File: config.mk
export PLATFORM = sky130hd
export DESIGN_NAME = programCounter
export DESIGN_NICKNAME = d
export VERILOG_FILES = /design/src/hw/rvCorePkg.sv /design/src/hw/programCounter.sv
export VERILOG_INCLUDE_DIRS = /design/src /design/src/hw
export SDC_FILE = /design/constraint.sdc
export NUM_CORES = 1
export LEC_CHECK = 0
export ABC_AREA = 1
export BUFFER_PORTS_ARGS = -buffer_cell sky130_fd_sc_hd__buf_2
export CAP_MARGIN = 20
export CORE_MARGIN = 5
export CORE_UTILIZATION = 50
export DETAILED_ROUTE_END_ITERATION = 10
export PLACE_DENSITY_LB_ADDON = 0.3
export SETUP_SLACK_MARGIN = 0.3
export SLEW_MARGIN = 10
export SYNTH_ARGS = -nofsm -noshare
export SYNTH_HDL_FRONTEND = slang
export SYNTH_SLANG_ARGS = --single-unit
File: constraint.sdc
create_clock -name clk -period 3.27 [get_ports clk]
set_input_delay 0.327 -clock clk [delete_from_list [all_inputs] [get_ports clk]]
set_output_delay 0.327 -clock clk [all_outputs]
set_load 0.05 [all_outputs]
File: src/hw/rvCore_config.svh
`ifndef RV_CORE_CONFIG_SVH
`define RV_CORE_CONFIG_SVH

// datapath and register index widths
`define RV_XLEN        32
`define RV_REG_IDX_W   5

// first fetch address after reset
`define RV_PC_RESET    32'h0000_0000

// data memory size in words, and the matching word index width
`define RV_DMEM_WORDS  256
`define RV_DMEM_ADDR_W 8

// addi x0, x0, 0
`define RV_NOP         32'h0000_0013

// ebreak, full word match
`define RV_EBREAK      32'h0010_0073

`endif

File: src/hw/rvCorePkg.sv
`default_nettype none

`include "rvCore_config.svh"

package rvCorePkg;

  typedef logic [`RV_XLEN-1:0]      word_t;
  typedef logic [`RV_REG_IDX_W-1:0] regIdx_t;

  // alu function select
  typedef enum logic [2:0] {
    aluAdd,
    aluSub,
    aluAnd,
    aluOr,
    aluXor,
    aluSlt,
    aluPassB,
    aluEq
  } aluOp_t;

  // per-instruction control bits from the decoder
  typedef struct packed {
    logic regWen;
    logic memWen;
    logic isLoad;
    logic isBranch;
    logic branchNe;
    logic isJal;
    logic isEbreak;
    logic useImm;
  } ctrlSig_t;

  // opA/opB hold register values after ID forwarding
  typedef struct packed {
    logic     valid;
    word_t    pc;
    regIdx_t  rd;
    regIdx_t  rs1;
    regIdx_t  rs2;
    word_t    opA;
    word_t    opB;
    word_t    imm;
    aluOp_t   aluOp;
    ctrlSig_t ctrl;
  } idEx_t;

  typedef struct packed {
    logic     valid;
    word_t    pc;
    regIdx_t  rd;
    word_t    aluResult;
    word_t    storeData;
    ctrlSig_t ctrl;
  } exMem_t;

  // data is 0 when the instruction writes no register
  typedef struct packed {
    logic    valid;
    word_t   pc;
    regIdx_t rd;
    word_t   data;
  } retire_t;

  typedef enum logic [1:0] {
    sRun,
    sDrain,
    sHalted
  } runState_t;

endpackage

`default_nettype wire

File: src/hw/programCounter.sv
`timescale 1ns/1ps
`default_nettype none

`include "rvCore_config.svh"

module programCounter (
  input  logic             clk,
  input  logic             arstN,
  input  logic             advance,
  input  logic             redirect,
  input  rvCorePkg::word_t target,
  output rvCorePkg::word_t pc
);
  import rvCorePkg::*;

  word_t pcNext;

  // redirect beats sequential step
  always_comb begin
    if (redirect) begin
      pcNext = target;
    end else if (advance) begin
      pcNext = pc + 32'd4;
    end else begin
      pcNext = pc;
    end
  end

  always_ff @(posedge clk or negedge arstN) begin
    if (!arstN) begin
      pc <= `RV_PC_RESET;
    end else begin
      pc <= pcNext;
    end
  end

endmodule

`default_nettype wire

==> results by stage <==
Run status:
- The flow ran to the end, and the final reports show no timing, DRC or antenna violations.

GRT:
- The busiest layer in global routing is met2.
- Global routing used 4.35% of the available met3 tracks.
- The number of antenna violations at the first check in global routing is 0.
- The number of global-route vias before repair came to 2006.
- In the global route stage, met1 resource usage came out at 28.2%.
- The first global-routing pass estimated 9.11 mm of wire.
- For this run, the total global-route usage over all layers was measured as 20.6%.
- For this run, global-route usage on met2 was measured as 32.1%.
- Entering global routing, the biggest net connects 33 pins.
- The total overflow left after global routing is 0.

Clocking:
- The number of instances resized during post-cts repair is 0.
- The CTS tree is built.
- The number of buffers between clock root and the deepest sink is 2.
- At the later pin of the worst-skew pair, clock insertion delay measures 0.28 ns.
- The sink count of the clock tree is 32.
- The number of buffers added for setup after CTS is 0.
- The H-tree depth is 2.
- Clock tree synthesis inserted a total of 5 buffers.
- The tree is rooted in a clkbuf_8.
- The post-CTS clock slew at the launch and capture registers of the worst setup and hold paths is 0.06 ns.
- The number of buffers added to fix hold violations after cts is 0.

Placement:
- The number of buffers added on ports is 67.
- The post-place setup slack is 1.31 ns.
- The congestion estimate from routability-driven global placement came to 0.886.
- The placed instances occupy a cell area of 2520 um2.
- The placed instance count is 427.
- The half-perimeter wire length of the detailed placement result is 4.08 mm.

Detailed routing:
- After detailed routing, the total wire length is 5.50 mm.
- The remaining routing DRC violations is 0.
- Across all layers, the routed design uses 2230 vias.
- The detail route stage leaves a number of antenna-violating nets equal to 0.
- After detailed routing, the average wire length per cell comes to 12.7 um.
- The first detailed-routing pass ran for 4 iterations.
- The post-detailed-route via-to-cell ratio is 5.14.
- The detailed router finished its first iteration with 144 violations.

Logic synthesis:
- The total number of yosys warnings is 0.
- In the post-synthesis netlist, the biggest area contributors are dfrtp_1, nand2_1, nand3_1.
- After synthesis, the netlist uses 24 different library cells.
- The net count of the mapped netlist is 352.
- The post-synthesis sequential area ratio is 37.1%.
- Synthesis handed over a netlist of 315 instances.
- The area share of the leading cell type in the synthesized netlist is 37.1%.
- The cell area after technology mapping is 2160 um2.
- The cell type with the largest total area after synthesis is dfrtp_1.
- Averaged over all synthesized cells, the footprint is 6.86 um2.
- Synthesis inferred 32 register bits.

Power and ir drop:
- The maximum vdd ir drop is 0.248 mV.
- The analysis attributes to cell leakage a power of 1.28 nW.
- Net switching is 40.5% of the power.
- Power spread over the standard cell area amounts to 437 nW/um2.
- The analysis attributes to net switching a power of 460 uW.
- Of the total power, registers draw 43.9%.
- The fraction of power consumed by the clock network is 25.2%.
- The combinational fraction of design power is 30.9%.
- The internal portion of the total power is 676 uW.

STA:
- Based on the critical path, the design can be clocked at up to 592 MHz.
- Setup repair after global routing left no endpoint under its margin.
- The maximum clock skew at final layout is 0.00400 ns.
- The post-route worst hold slack is 0.0897 ns.
- The worst path uses 51.7% of the clock period.
- After layout, the worst setup slack is 1.58 ns.
- The final period demand of the worst path is 1.69 ns.
- The number of endpoints with negative hold slack in the final report was 0.
- Summed over all failing endpoints, the final setup total negative slack is 0 ns.
- Setup violations remaining at the end of the flow were counted as 0.
- The worst pin sits at a relative slew slack of 51.9%.
- The transition time at the pin with the least slew margin is 0.721 ns.
- The final-report max-slew violation count came to 0.

Floorplan:
- The total I/O pin count is 68.
- The die covers 5730 um2.
- The region available for standard cell placement spans 4260 um2.
- Row generation in the floorplan step produced 24 rows.
- For this configuration, the core starts out at a cell density of 50.6%.
- In this run the horizontal extent of the chip is 75.7 um.
- The die is 75.7 um tall.

Cells and area:
- The net count reported at finish is 419.
- The final instance count without filler cells is 434.
- Cells with a size suffix above 1 make up 24.3% of the layout.
- The total inserted antenna cells is 0.
- After routing the design area is 2600 um2.
- The register with the most flip-flops in the layout has 32 of them.
- The largest registers in the layout are pc x32.
- Counting flops per register, the top entry is pc.
- The area growth from synthesis to layout is 20.2%.

Flow run:
- Max-cap violations in this run came to 0.

Critical path:
- STA classifies the critical path startpoint as an input pin.
- STA classifies the critical path endpoint as a flop.
- Walking the worst path, the cells encountered are buf_2 -> inv_2 -> nand2_1 -> inv_1 -> o21ai_0 -> o21ai_1.
- In this run the worst path has a maximum fanout of 32.
- For this design, the slowest cell found on the critical path is inv_1.
- The required arrival time at the worst endpoint is 3.48 ns.
- For the worst setup path, the data arrival time is 1.90 ns.
- The reg2reg setup slack is 1.72 ns.
- The critical path is of the in2reg type.
- For this run, the slowest stage of the critical path takes 0.55 ns.

Min path:
- The tightest min-delay check is of the in2async type.
-- routing by layer --
layer | vias up | wire (um)
li1 | 1159 | -
met1 | 996 | 2530
met3 | 7 | 349
met4 | 0 | 72
met2 | 68 | 2550
met5 | - | 0
-- worst max-delay path: cells and delay by family --
family                 cells  cell delay, ns
AOI/OAI and AO/OA          2            0.35
and+or+nand+nor            1            0.18
buffers and inverters      3            1.04
-- Yosys cell counts (all sizes together) --
cell type	number
and2	4
nand3	40
buf	5
ha	1
nor2	42
dfrtp	32
inv	25
clkbuf	3
xor2	6
or2	1
nand2	120
a21oi	3
a22oi	19
o21ai	7
o211ai	2
o21bai	5
-- cell families (layout without fill, tap and decap cells) --
group / Yosys count / after routing / share of synthesized area [%]
XOR/XNOR: 6 / 6 / 2.43
AO/OA/AOI/OAI: 36 / 36 / 11.4
flip-flops: 32 / 32 / 37.1
AND/OR/NAND/NOR: 207 / 207 / 41.9
adder cells (fa/ha/maj): 1 / 1 / 0.579
buffers and inverters: 33 / 100 / 6.60
-- per-stage QoR --
step	power, mW	util, %
2_1_floorplan	0.753	-
6_report	1.14	60.9
3_5_place_dp	0.857	59.1
3_3_place_gp	0.851	59.1
5_1_grt	1.20	60.9
4_1_cts	1.15	60.9
-- final timing paths --
kind / from / end / cells past startpoint
worst max-delay path: redirect / pc[16] / 6
max in group asynchronous: arstN / pc[25] / 1
worst max register to register: pc[2] / pc[24] / 8
worst min-delay path: arstN / pc[0] / 1
min in group clk: target[1] / pc[1] / 3
worst min register to register: pc[1] / pc[1] / 2
-- layout by cell type (no fill, tap or decap), types with 2 or more instances in the layout --
master,n
o211ai_1,2
nand2_1,116
clkbuf_8,5
o21bai_1,5
nor2_4,4
buf_2,67
and2_1,3
a22oi_1,19
nor2_2,8
nor2_1,30
inv_1,24
xor2_1,6
nand2_2,3
a21oi_1,3
o21ai_0,6
nand3_1,40
dfrtp_1,32
-- power groups by stage --
stage	clock network (mW)	registers (mW)	logic, mW
final	0.286	0.499	0.351
after global routing	0.311	0.507	0.381
after CTS	0.296	0.497	0.354
after detailed placement	0	0.504	0.353
after global placement	0	0.504	0.348
after floorplan	0	0.638	0.115
-- area by class of cell --
| cell class | instances | area (um2) |
|---|---|---|
| tap | 52 | 65.1 |
| timing repair buffer | 68 | 343 |
| clock buffer | 6 | 72.6 |
| multi-input combinational | 250 | 1220 |
| inverter | 25 | 93.8 |
| fill | 416 | 1670 |
| clock inverter | 1 | 5.00 |
| sequential | 32 | 801 |
Power figures use the tool's default switching activity.
