$ cat config.mk
export PLATFORM = sky130hd
export DESIGN_NAME = instDecoder
export DESIGN_NICKNAME = d
export VERILOG_FILES = /design/src/hw/rvCorePkg.sv /design/src/hw/instDecoder.sv
export VERILOG_INCLUDE_DIRS = /design/src /design/src/hw
export SDC_FILE = /design/constraint.sdc
export NUM_CORES = 1
export LEC_CHECK = 0
export BUFFER_PORTS_ARGS = -buffer_cell sky130_fd_sc_hd__buf_4
export CAP_MARGIN = 15
export CORE_MARGIN = 8
export CORE_UTILIZATION = 41
export DETAILED_ROUTE_END_ITERATION = 16
export GPL_TIMING_DRIVEN = 0
export MAX_ROUTING_LAYER = met4
export PLACE_DENSITY = 0.9
export SLEW_MARGIN = 20
export SYNTH_ARGS = -nofsm -noshare
export SYNTH_HDL_FRONTEND = slang
export SYNTH_SLANG_ARGS = --single-unit
$ cat constraint.sdc
create_clock -name vclk -period 3.5
set_clock_uncertainty 0.2 [all_clocks]
set_input_delay 0.35 -clock vclk [all_inputs]
set_output_delay 0.35 -clock vclk [all_outputs]
set_load 0.005 [all_outputs]
$ cat src/hw/rvCore_config.svh
`ifndef RV_CORE_CONFIG_SVH
`define RV_CORE_CONFIG_SVH

// datapath and register index widths
`define RV_XLEN        32
`define RV_REG_IDX_W   5

// first fetch address after reset
`define RV_PC_RESET    32'h0000_0000

// data memory size in words, and the matching word index width
`define RV_DMEM_WORDS  256
`define RV_DMEM_ADDR_W 8

// addi x0, x0, 0
`define RV_NOP         32'h0000_0013

// ebreak, full word match
`define RV_EBREAK      32'h0010_0073

`endif

$ cat src/hw/rvCorePkg.sv
`default_nettype none

`include "rvCore_config.svh"

package rvCorePkg;

  typedef logic [`RV_XLEN-1:0]      word_t;
  typedef logic [`RV_REG_IDX_W-1:0] regIdx_t;

  // alu function select
  typedef enum logic [2:0] {
    aluAdd,
    aluSub,
    aluAnd,
    aluOr,
    aluXor,
    aluSlt,
    aluPassB,
    aluEq
  } aluOp_t;

  // per-instruction control bits from the decoder
  typedef struct packed {
    logic regWen;
    logic memWen;
    logic isLoad;
    logic isBranch;
    logic branchNe;
    logic isJal;
    logic isEbreak;
    logic useImm;
  } ctrlSig_t;

  // opA/opB hold register values after ID forwarding
  typedef struct packed {
    logic     valid;
    word_t    pc;
    regIdx_t  rd;
    regIdx_t  rs1;
    regIdx_t  rs2;
    word_t    opA;
    word_t    opB;
    word_t    imm;
    aluOp_t   aluOp;
    ctrlSig_t ctrl;
  } idEx_t;

  typedef struct packed {
    logic     valid;
    word_t    pc;
    regIdx_t  rd;
    word_t    aluResult;
    word_t    storeData;
    ctrlSig_t ctrl;
  } exMem_t;

  // data is 0 when the instruction writes no register
  typedef struct packed {
    logic    valid;
    word_t   pc;
    regIdx_t rd;
    word_t   data;
  } retire_t;

  typedef enum logic [1:0] {
    sRun,
    sDrain,
    sHalted
  } runState_t;

endpackage

`default_nettype wire

$ cat src/hw/instDecoder.sv
`timescale 1ns/1ps
`default_nettype none

`include "rvCore_config.svh"

module instDecoder (
  input  rvCorePkg::word_t    inst,
  output rvCorePkg::regIdx_t  rd,
  output rvCorePkg::regIdx_t  rs1,
  output rvCorePkg::regIdx_t  rs2,
  output rvCorePkg::word_t    imm,
  output rvCorePkg::aluOp_t   aluOp,
  output rvCorePkg::ctrlSig_t ctrl
);
  import rvCorePkg::*;

  logic [6:0] opcode;
  logic [2:0] funct3;
  logic [6:0] funct7;

  assign opcode = inst[6:0];
  assign funct3 = inst[14:12];
  assign funct7 = inst[31:25];

  // unused indices stay 0 so they never trigger forwarding
  always_comb begin
    rd    = '0;
    rs1   = '0;
    rs2   = '0;
    imm   = '0;
    aluOp = aluAdd;
    ctrl  = '0;
    case (opcode)
      // register-register ops
      7'b0110011: begin
        rd          = inst[11:7];
        rs1         = inst[19:15];
        rs2         = inst[24:20];
        ctrl.regWen = 1'b1;
        case ({funct7, funct3})
          10'b0000000_000: aluOp = aluAdd;
          10'b0100000_000: aluOp = aluSub;
          10'b0000000_111: aluOp = aluAnd;
          10'b0000000_110: aluOp = aluOr;
          10'b0000000_100: aluOp = aluXor;
          10'b0000000_010: aluOp = aluSlt;
          default: begin
            rd          = '0;
            rs1         = '0;
            rs2         = '0;
            ctrl.regWen = 1'b0;
          end
        endcase
      end
      // addi
      7'b0010011: begin
        if (funct3 == 3'b000) begin
          rd          = inst[11:7];
          rs1         = inst[19:15];
          imm         = {{20{inst[31]}}, inst[31:20]};
          ctrl.regWen = 1'b1;
          ctrl.useImm = 1'b1;
        end
      end
      // lui, immediate goes straight through
      7'b0110111: begin
        rd          = inst[11:7];
        imm         = {inst[31:12], 12'b0};
        aluOp       = aluPassB;
        ctrl.regWen = 1'b1;
        ctrl.useImm = 1'b1;
      end
      // lw
      7'b0000011: begin
        if (funct3 == 3'b010) begin
          rd          = inst[11:7];
          rs1         = inst[19:15];
          imm         = {{20{inst[31]}}, inst[31:20]};
          ctrl.regWen = 1'b1;
          ctrl.isLoad = 1'b1;
          ctrl.useImm = 1'b1;
        end
      end
      // sw
      7'b0100011: begin
        if (funct3 == 3'b010) begin
          rs1         = inst[19:15];
          rs2         = inst[24:20];
          imm         = {{20{inst[31]}}, inst[31:25], inst[11:7]};
          ctrl.memWen = 1'b1;
          ctrl.useImm = 1'b1;
        end
      end
      // beq / bne compare in the alu
      7'b1100011: begin
        if (funct3 == 3'b000 || funct3 == 3'b001) begin
          rs1           = inst[19:15];
          rs2           = inst[24:20];
          imm           = {{19{inst[31]}}, inst[31], inst[7], inst[30:25], inst[11:8], 1'b0};
          aluOp         = aluEq;
          ctrl.isBranch = 1'b1;
          ctrl.branchNe = funct3[0];
        end
      end
      // jal, link value is supplied by the ID stage
      7'b1101111: begin
        rd          = inst[11:7];
        imm         = {{11{inst[31]}}, inst[31], inst[19:12], inst[20], inst[30:21], 1'b0};
        aluOp       = aluPassB;
        ctrl.regWen = 1'b1;
        ctrl.isJal  = 1'b1;
      end
      7'b1110011: begin
        ctrl.isEbreak = (inst == `RV_EBREAK);
      end
      default: begin
        ctrl = '0;
      end
    endcase
  end

endmodule

`default_nettype wire

==> impl_metrics.py <==
metrics = {
    "cells_and_area": {
        "fin_util_pct": 74.39,
        "clock_buffers": 0,
        "syn2layout_area_growth_pct": 75.75,
        "diodes": 0,
        "regArea_sq_um": 0,
        "seq_cells": 0,
        "nNetsFinal": 258,
        "drive_above_1_share_pct": 43.75,
    },
    "critical_path": {
        "critPathLaunch": "inst[14]",
        "cp.buffers_inverters": 4,
        "start_kind": "input pin",
        "path_delay_family": "buffers and inverters",
        "critPathSlowestCell": "or4_1",
        "critPathMaxStageDelay_ps": 410,
        "path_common_cell": "buf_4",
        "arrival_ps": 1970,
        "critical_path_class": "in2out",
        "cp_cell_sequence": "buf_4 > buf_2 > or4_1 > a211o_1 > a21oi_1 > buf_4 > a21o_1 > buf_4",
        "crit_path_end_kind": "primary output",
        "crit_fanout": 10,
        "required_ps": 2950,
    },
    "global_route": {
        "track_usage_pct": 19.15,
        "antenna_found_initial": 0,
        "gr-total-overflow": 0,
        "grtUsageMet1_pct": 21.88,
        "top_usage_layer": "met2",
        "grt_first_pass_wirelength_um": 6630,
        "use_met2_pct": 34.09,
        "met3_usage_pct": 3.357,
        "grt_max_degree": 11,
        "grt_pass1_vias": 1446,
    },
    "worst_hold_path": {
        "hp-class": "in2out",
        "hp-start": "inst[16]",
    },
    "outcome": {
        "outcome": "complete, no violations",
    },
    "floorplan": {
        "dieArea_sq_mm": 0.004011,
        "fp.dieW_um": 63.33,
        "pin_count": 90,
        "core-area_sq_mm": 0.002170,
        "initial_utilization_pct": 42.33,
        "rows": 17,
        "die_h_um": 63.33,
    },
    "clock_tree": {
        "cts_setup_buffers": 0,
        "hold_buffers": 0,
        "cts_resized": 0,
    },
    "sta": {
        "setup-tns-final_ps": 0,
        "period_share_pct": 72.01,
        "final-setup-viol-count": 0,
        "finalHoldViolCount": 0,
        "fmax_ghz": 0.3968,
        "worst-slew-pin-transition_ps": 542.1,
        "rsz0062_at_grt": "no",
        "slew_viol_final": 0,
        "fin_crit_ps": 2520,
        "slew_headroom_pct": 63.86,
    },
    "place": {
        "port_buffers": 88,
        "dp_hpwl_um": 3483,
        "place.gp.congestion": 0.9373,
    },
    "yosys": {
        "synth_seq_area_share_pct": 0,
        "synthDistinctLibCells": 43,
        "netlist_instances": 136,
        "synth_warnings": 0,
        "syn_area_sq_um": 918.4,
        "synth_area_per_cell_sq_um": 6.753,
        "syn_nets": 168,
    },
    "pwr": {
        "vdd_ir_drop_max_mv": 0.06220,
        "p_seq_share_pct": 0,
        "power.density_mw_per_mm2": 55.70,
        "clkPwrFrac_pct": 0,
        "swShare_pct": 50.41,
        "p_switching_w": 0.00004532,
        "internal_power_w": 0.00004458,
        "leakagePower_nw": 0.9140,
        "comb_power_share_pct": 100.0,
    },
    "routing": {
        "post_drt_wl_per_cell_um": 16.22,
        "drt-initial-drc-count": 43,
        "via_count": 1407,
        "routed_wl_um": 4087,
        "drt_pass1_iterations": 4,
        "ant_nets": 0,
        "route.detailed.drc": 0,
        "vias_per_cell": 5.583,
    },
    "run": {
        "drv_cap": 0,
    },
}
-- synthesized netlist by cell type, drive strengths merged, types with 3 or more instances --
cell type	number	area, sq um
a21boi	5	37.54
a21o	21	157.7
a21oi	8	40.04
a22o	4	35.03
and2	8	50.05
buf	5	26.27
inv	3	11.26
nand2	14	52.55
nand3	3	15.01
nor2	10	37.54
nor2b	7	43.79
nor3	3	15.01
nor4	5	37.53
o21a	3	22.52
o21ai	4	20.01
or3b	3	26.28
-- placed cells by master, fill, tap and decap left out, types with 3 or more instances in the layout --
cell type | netlist | final
o21a_1 | 3 | 3
nor3_1 | 3 | 3
nor2b_1 | 7 | 7
inv_1 | 3 | 3
a22o_1 | 4 | 4
buf_4 | 1 | 89
a21oi_1 | 8 | 8
nor2_1 | 10 | 10
o21ai_1 | 3 | 3
nand2_1 | 14 | 14
a21boi_1 | 5 | 5
or3b_1 | 3 | 3
nor4_1 | 4 | 4
nand3_1 | 3 | 3
and2_1 | 8 | 8
buf_2 | 3 | 3
a21o_1 | 21 | 21
-- worst paths after layout --
kind,to,cells past startpoint
setup / recovery,imm[20],8
hold / removal,imm[16],3
-- power by group through the flow --
stage,Combinational (W),Clock (W),Sequential [W]
final,0.0000899,0,0
after floorplan,0.0000379,0,0
after global placement,0.0000870,0,0
after detailed placement,0.0000893,0,0
after CTS,0.0000896,0,0
after global routing,0.0000979,0,0
-- kinds of logic after synthesis --
logic type | Yosys count | share of synthesized area (%)
AND/OR/NAND/NOR | 67 | 42.64
multiplexers | 2 | 2.316
XOR/XNOR | 1 | 0.9539
AO/OA/AOI/OAI | 56 | 49.18
buffers and inverters | 10 | 4.904
-- area by class of cell --
cell class | instances | area [sq um]
Multi-Input combinational cell | 126 | 873.3
Timing Repair Buffer | 88 | 660.6
Tap cell | 28 | 35.03
Inverter | 3 | 11.26
Buffer | 7 | 33.78
Fill cell | 188 | 555.5
-- stage by stage --
step	total power, W	hold slack, ps	instances	area, sq um	setup slack [ps]
floorplan	0.00003789	574.3	136	918.4	1314
global placement	0.00008695	782.2	252	1614	1011
detailed placement	0.00008930	782.0	252	1614	978.2
CTS	0.00008960	786.5	252	1614	976.8
global route	0.00009785	801.6	252	1614	780.2
finish	0.00008990	783.3	252	1614	979.8
-- tightest hold or removal path: stages --
cell and delay (ps):
buf_4 90, a21o_1 100, buf_4 100
-- metal layers --
metal,vias up,routed length (um)
met3,6,273
met5,-,0
met4,0,41
met2,66,2082
met1,640,1689
li1,695,-
Power figures use the tool's default switching activity.
