**src/hw/rvCore_config.svh**
```systemverilog
`ifndef RV_CORE_CONFIG_SVH
`define RV_CORE_CONFIG_SVH

// datapath and register index widths
`define RV_XLEN        32
`define RV_REG_IDX_W   5

// first fetch address after reset
`define RV_PC_RESET    32'h0000_0000

// data memory size in words, and the matching word index width
`define RV_DMEM_WORDS  256
`define RV_DMEM_ADDR_W 8

// addi x0, x0, 0
`define RV_NOP         32'h0000_0013

// ebreak, full word match
`define RV_EBREAK      32'h0010_0073

`endif

```
**src/hw/rvCorePkg.sv**
```systemverilog
`default_nettype none

`include "rvCore_config.svh"

package rvCorePkg;

  typedef logic [`RV_XLEN-1:0]      word_t;
  typedef logic [`RV_REG_IDX_W-1:0] regIdx_t;

  // alu function select
  typedef enum logic [2:0] {
    aluAdd,
    aluSub,
    aluAnd,
    aluOr,
    aluXor,
    aluSlt,
    aluPassB,
    aluEq
  } aluOp_t;

  // per-instruction control bits from the decoder
  typedef struct packed {
    logic regWen;
    logic memWen;
    logic isLoad;
    logic isBranch;
    logic branchNe;
    logic isJal;
    logic isEbreak;
    logic useImm;
  } ctrlSig_t;

  // opA/opB hold register values after ID forwarding
  typedef struct packed {
    logic     valid;
    word_t    pc;
    regIdx_t  rd;
    regIdx_t  rs1;
    regIdx_t  rs2;
    word_t    opA;
    word_t    opB;
    word_t    imm;
    aluOp_t   aluOp;
    ctrlSig_t ctrl;
  } idEx_t;

  typedef struct packed {
    logic     valid;
    word_t    pc;
    regIdx_t  rd;
    word_t    aluResult;
    word_t    storeData;
    ctrlSig_t ctrl;
  } exMem_t;

  // data is 0 when the instruction writes no register
  typedef struct packed {
    logic    valid;
    word_t   pc;
    regIdx_t rd;
    word_t   data;
  } retire_t;

  typedef enum logic [1:0] {
    sRun,
    sDrain,
    sHalted
  } runState_t;

endpackage

`default_nettype wire

```
**src/hw/aluUnit.sv**
```systemverilog
`timescale 1ns/1ps
`default_nettype none

module aluUnit (
  input  rvCorePkg::word_t  opA,
  input  rvCorePkg::word_t  opB,
  input  rvCorePkg::aluOp_t aluOp,
  output rvCorePkg::word_t  result
);
  import rvCorePkg::*;

  always_comb begin
    case (aluOp)
      aluAdd:   result = opA + opB;
      aluSub:   result = opA - opB;
      aluAnd:   result = opA & opB;
      aluOr:    result = opA | opB;
      aluXor:   result = opA ^ opB;
      // signed compare, flag in bit 0
      aluSlt:   result = {31'b0, $signed(opA) < $signed(opB)};
      aluPassB: result = opB;
      aluEq:    result = {31'b0, opA == opB};
      default:  result = '0;
    endcase
  end

endmodule

`default_nettype wire

```
**config.mk**
```make
export PLATFORM = sky130hd
export DESIGN_NAME = aluUnit
export DESIGN_NICKNAME = d
export VERILOG_FILES = /design/src/hw/rvCorePkg.sv /design/src/hw/aluUnit.sv
export VERILOG_INCLUDE_DIRS = /design/src /design/src/hw
export SDC_FILE = /design/constraint.sdc
export NUM_CORES = 1
export LEC_CHECK = 0
export ABC_CLOCK_PERIOD_IN_PS = 8600
export BUFFER_PORTS_ARGS = -buffer_cell sky130_fd_sc_hd__buf_4
export CAP_MARGIN = 10
export CORE_MARGIN = 1
export CORE_UTILIZATION = 30
export DETAILED_ROUTE_END_ITERATION = 16
export MAX_ROUTING_LAYER = met4
export PLACE_DENSITY = 0.48
export SYNTH_ARGS = -nofsm -noshare
export SYNTH_HDL_FRONTEND = slang
export SYNTH_SLANG_ARGS = --single-unit
```
**constraint.sdc**
```tcl
create_clock -name vclk -period 8.6
set_input_delay 1.72 -clock vclk [all_inputs]
set_output_delay 1.72 -clock vclk [all_outputs]
set_load 0.01 [all_outputs]
```
==> metrics, run 1 <==
M1 GR Usage=30.8%; PostCTS Resize Cnt=0; clock buf count=0; drt drc=0; Peak VDD IR=0.0000259 V; PortBufs=between 90 and 100; Power Dens Cells=69.6 mW/mm2; Synth Instances=811; final setup vio count=0; core area=between 0.015 and 0.02 mm2; number of global-route vias before repair=between 5,000 and 6,000; Final Max Slew Viols=0; hold_ws=3.89 ns; drt pass-1 iters=5; Worst EP required=between 6 and 7 ns; fmax=0.146 GHz; grt peak-use layer=met2; initial antenna violation count=0; highest cell delay on the worst timing path=0.50 ns; final hold viol count=0; final-stage net count=just over 1,000; die span in x=135 um; post-route ant nets=0; most frequent cells in the layout=buf_4, inv_1, ha_1, a21oi_1, nor2_1; Most common cell on crit path=buf_4; RSZ-0062 raised after global routing=no; Hold Crit Class=input port to output port; FF/Latch Area=0 um2; 1st-iter DRT viols=489; fillers=about 1,900; top post-synthesis cells by area=ha_1, a21oi_1, inv_1; worst slew pin tran=0.943 ns; Syn Nets=976; Via-to-Cell Ratio=5.52; Cell Rows=48; die height=135 um; hold_buf cts=0; commonest non-fill, non-tap cell in the layout=buf_4; CP max FO=3; status=complete, no violations; post-synth top area cell=ha_1; layout cells sized above 1=~15%; CP cell instances=buf_4 -> ha_1 -> inv_1 -> fa_1 -> nor2b_1 -> o211ai_1 -> a2bb2oi_1 -> o21ai_1 -> o311ai_1 -> a221oi_1 -> o41ai_1 -> a21oi_1 -> or3_1 -> a31o_1 -> buf_4; largest net degree at the start of global routing=50; Die Area=0.0183 mm2; met2 global-route usage=34.2%; HPWL after DPL=14,700 um; crit end category=output port; total grt overflow=0; crit path buf inv count=3; GRT Resource Usage Total=21.3%; Unique masters post-synth=78; yosys warns=0; Ports=99; Post-Route WL=19,500 um; # diodes=0; minimum clock period=6.87 ns; synthesis-to-finish area growth=15.3%; number of setup buffers added after CTS=0; Fin Setup TNS=0 ns; sequential cell count=0; Setup CP Type=input port to output port; CP Launch Type=input port; Avg WL per Cell=17.9 um; Seq/Total Area, Yosys=0%; first-pass GRT wire length=30,400 um; Leakage=between 2 and 3 nW; Starting Density=30.7%; relative slew slack=37.0%; Tcrit/Tclk final=79.9%; top cell type's share of synthesized area=22.5%; max_cap viols=0; vias=6,002; CP arrival=just over 5 ns; Largest delay share family, worst path=compound AO/OA/AOI/OAI gates; met3 GRT Util=0.187%; Synth Cell Area=0.00533 mm2; gp weighted congestion=0.884; Slowest cell on crit path=o311ai_1; mean post-synth cell area=roughly 6.6 um2
power by group:
group / switching (W) / total, W / internal (W)
sequential: 0 / 0 / 0
clock: 0 / 0 / 0
combinational: 0.000254 / 0.000428 / 0.000174
total: 0.000254 / 0.000428 / 0.000174
cells by family after synthesis:
family / after synthesis / share of synthesized area (%)
AOI/OAI and AO/OA: 296 / 37.7
buffers and inverters: 155 / 11.9
adders and majority gates: 99 / 23.5
muxes: 24 / 4.55
xor gates and xnor gates: 22 / 3.61
and+or+nand+nor: 215 / 18.7
worst paths after layout:
check   start         end  slack, ns  cells past startpoint
max    opB[0]  result[30]       1.73                     15
min    opB[7]   result[7]       3.89                      4
through the flow:
stage	total power, W	std cells	instance area (um2)	worst slack (ns)	utilization (%)
after floorplan	0.000285	811	5330	2.69	-
after global placement	0.000426	1087	6150	1.87	35.4
after detailed placement	0.000423	1087	6150	1.83	35.4
after CTS	0.000425	1087	6150	1.80	35.4
after global routing	0.000469	1087	6150	1.51	35.4
final	0.000428	1087	6150	1.73	35.4
layer usage:
layer / vias up / part of all wire [%] / wire, um
met2: 179 / 45 / 8760
li1: 3007 / - / -
met3: 6 / 4.7 / 918
met5: - / 0 / 0
met1: 2810 / 50 / 9660
met4: 0 / 0.77 / 150
area by class of cell:
type / instances / area [um2] / area share (%)
Multi-Input combinational cell: 656 / 4700 / 76.4
Inverter: 101 / 379 / 6.16
Tap cell: 225 / 282 / 4.58
Timing Repair Buffer: 105 / 788 / 12.8
synth_stat cells, types with 3 or more instances:
library cell / n
inv_1: 97
ha_1: 96
a21oi_1: 87
nor2_1: 83
nand2_1: 51
o21ai_0: 51
clkbuf_1: 30
mux2i_1: 22
o21bai_1: 20
nor3_1: 16
xnor2_1: 16
buf_2: 14
nand3_1: 14
o22ai_1: 13
a221oi_1: 12
a211oi_1: 11
a31oi_1: 11
o221ai_1: 10
nor4_1: 9
a21o_1: 8
nor2b_1: 8
o211ai_1: 7
o31ai_1: 7
o21a_1: 6
o21ai_1: 6
or3_1: 6
xor2_1: 6
a32oi_1: 5
nand2b_1: 5
a22oi_1: 4
nand4_1: 4
or4_1: 4
a221oi_2: 3
and2_1: 3
buf_1: 3
buf_4: 3
buf_6: 3
o41ai_1: 3
or2_2: 3
Note: power is estimated with default switching activity, not from simulation.
==> inputs of run 2 (changes only) <==
--- a/config.mk
+++ b/config.mk
@@ -6,7 +6,7 @@
 export SDC_FILE = /design/constraint.sdc
 export NUM_CORES = 1
 export LEC_CHECK = 0
-export ABC_CLOCK_PERIOD_IN_PS = 8600
+export ABC_CLOCK_PERIOD_IN_PS = 7180
 export BUFFER_PORTS_ARGS = -buffer_cell sky130_fd_sc_hd__buf_4
 export CAP_MARGIN = 10
 export CORE_MARGIN = 1
==> constraint.sdc (replaced) <==
create_clock -name vclk -period 7.18
set_input_delay 1.436 -clock vclk [all_inputs]
set_output_delay 1.436 -clock vclk [all_outputs]
set_load 0.01 [all_outputs]
==> metrics, run 2 (synthesis results as in run 1) <==
hold_ws=3.30 ns (-0.586 ns); Worst EP required=5.74 ns (-1.14 ns); PostCTS Resize Cnt=0 (unchanged); fmax=0.160 GHz; Ports=99 (unchanged); CP arrival=4.83 ns (-0.32 ns); minimum clock period=6.26 ns; final hold viol count=0 (unchanged); max_cap viols=0 (unchanged); number of global-route vias before repair=5,599 (+1.7%); final setup vio count=0 (unchanged); Die Area=0.0183 mm2 (unchanged); Finished Core Util=35.6% (+0.16 points); Starting Density=30.7% (unchanged); clock buf count=0 (unchanged); 1st-iter DRT viols=488 (-0.20%); Setup CP Type=input port to output port; hold_buf cts=0 (unchanged); FF/Latch Area=0 um2 (unchanged); vias=6,016 (+0.23%); die height=135 um (unchanged); CP Launch Type=input port; first-pass GRT wire length=30,800 um (+1.3%); Cell Rows=48 (unchanged); Power Dens Cells=83.2 mW/mm2 (+20%); CP max FO=3 (unchanged); Fin Setup TNS=0 ns (unchanged); total grt overflow=0 (unchanged); Post-Route WL=19,600 um (+0.47%); Peak VDD IR=0.0000298 V (+15%); Crit. Startpoint=opB[0]; Hold Crit Class=input port to output port; HPWL after DPL=14,800 um (+0.88%); Final Max Slew Viols=0 (unchanged); die span in x=135 um (unchanged); Via-to-Cell Ratio=5.51 (-0.13%); # diodes=0 (unchanged); final-stage net count=1,033 (+0.39%); layout cells sized above 1=15.6% (+0.28 points); relative slew slack=47.2% (+10 points); initial antenna violation count=0 (unchanged); largest net degree at the start of global routing=62 (+24%); crit end category=output port; synthesis-to-finish area growth=15.8%; core area=0.0174 mm2 (unchanged); sequential cell count=0 (unchanged); Tcrit/Tclk final=87.3%; drt pass-1 iters=5 (unchanged); most frequent cells in the layout=buf_4, inv_1, ha_1, a21oi_1, nor2_1; GRT Resource Usage Total=21.5% (+0.18 points); number of setup buffers added after CTS=0 (unchanged); Leakage=2.93 nW (+0.64%); drt drc=0 (unchanged); post-route ant nets=0 (unchanged); hold path start=opB[26]; PortBufs=99 (unchanged); worst slew pin tran=0.789 ns (-0.154 ns); commonest non-fill, non-tap cell in the layout=buf_4; RSZ-0062 raised after global routing=no; fillers=1,920 (-0.36%); status=complete, no violations; Avg WL per Cell=17.9 um (about the same); gp weighted congestion=0.871 (-1.5%)
==> run 2: cell count changes in the layout (fill, tap and decap cells not counted) <==
| cell | previous run | this run |
|---|---|---|
| buf_4 | 105 | 109 |
| nor2_1 | 82 | 83 |
| nor2_2 | 1 | 0 |
==> run 2: where the power goes <==
part	internal [W]	switching (W)	leakage [nW]	total, W
registers	0	0	0	0
logic	0.000209	0.000305	2.93	0.000514
clock network	0	0	0	0
==> run 2: routing by layer <==
metal	wire length (um)	global-route usage, %	up-vias	share of wire, %
met2	8670	34.1	183	44
met5	0	-	-	0
met1	9780	31.0	2812	50
li1	-	-	3005	-
met3	925	0.374	16	4.7
met4	200	2.31	0	1.0
==> run 2: area by class of cell <==
class                      count  area (um2)  area share (%)
timing repair buffer         109         818            13.2
tap                          225         282            4.56
multi-input combinational    656        4700            76.1
inverter                     101         379            6.14
==> run 2: path summary, 6_finish.rpt <==
check	cells after the start	slack [ns]	to
worst min-delay path	4	3.30	result[26]
worst max-delay path	15	0.92	result[30]
==> run 2: stage by stage <==
| step | std cells | area, um2 | setup slack [ns] | total power, W |
|---|---|---|---|---|
| after CTS | 1091 | 6180 | 0.946 | 0.000511 |
| after global placement | 1091 | 6180 | 1.03 | 0.000512 |
| final | 1091 | 6180 | 0.915 | 0.000514 |
| after detailed placement | 1091 | 6180 | 0.953 | 0.000508 |
| after global routing | 1091 | 6180 | 0.752 | 0.000566 |
| after floorplan | 811 | 5330 | 1.84 | 0.000341 |
==> run 2: critical path, cell delays in order <==
cell and delay [ns]:
buf_4 0.09, ha_1 0.19, inv_1 0.09, fa_1 0.41
nor2b_1 0.20, o211ai_1 0.13, a2bb2oi_1 0.27, o21ai_1 0.20
o311ai_1 0.50, a221oi_1 0.22, o41ai_1 0.28, a21oi_1 0.13
or3_1 0.31, a31o_1 0.23, buf_4 0.14
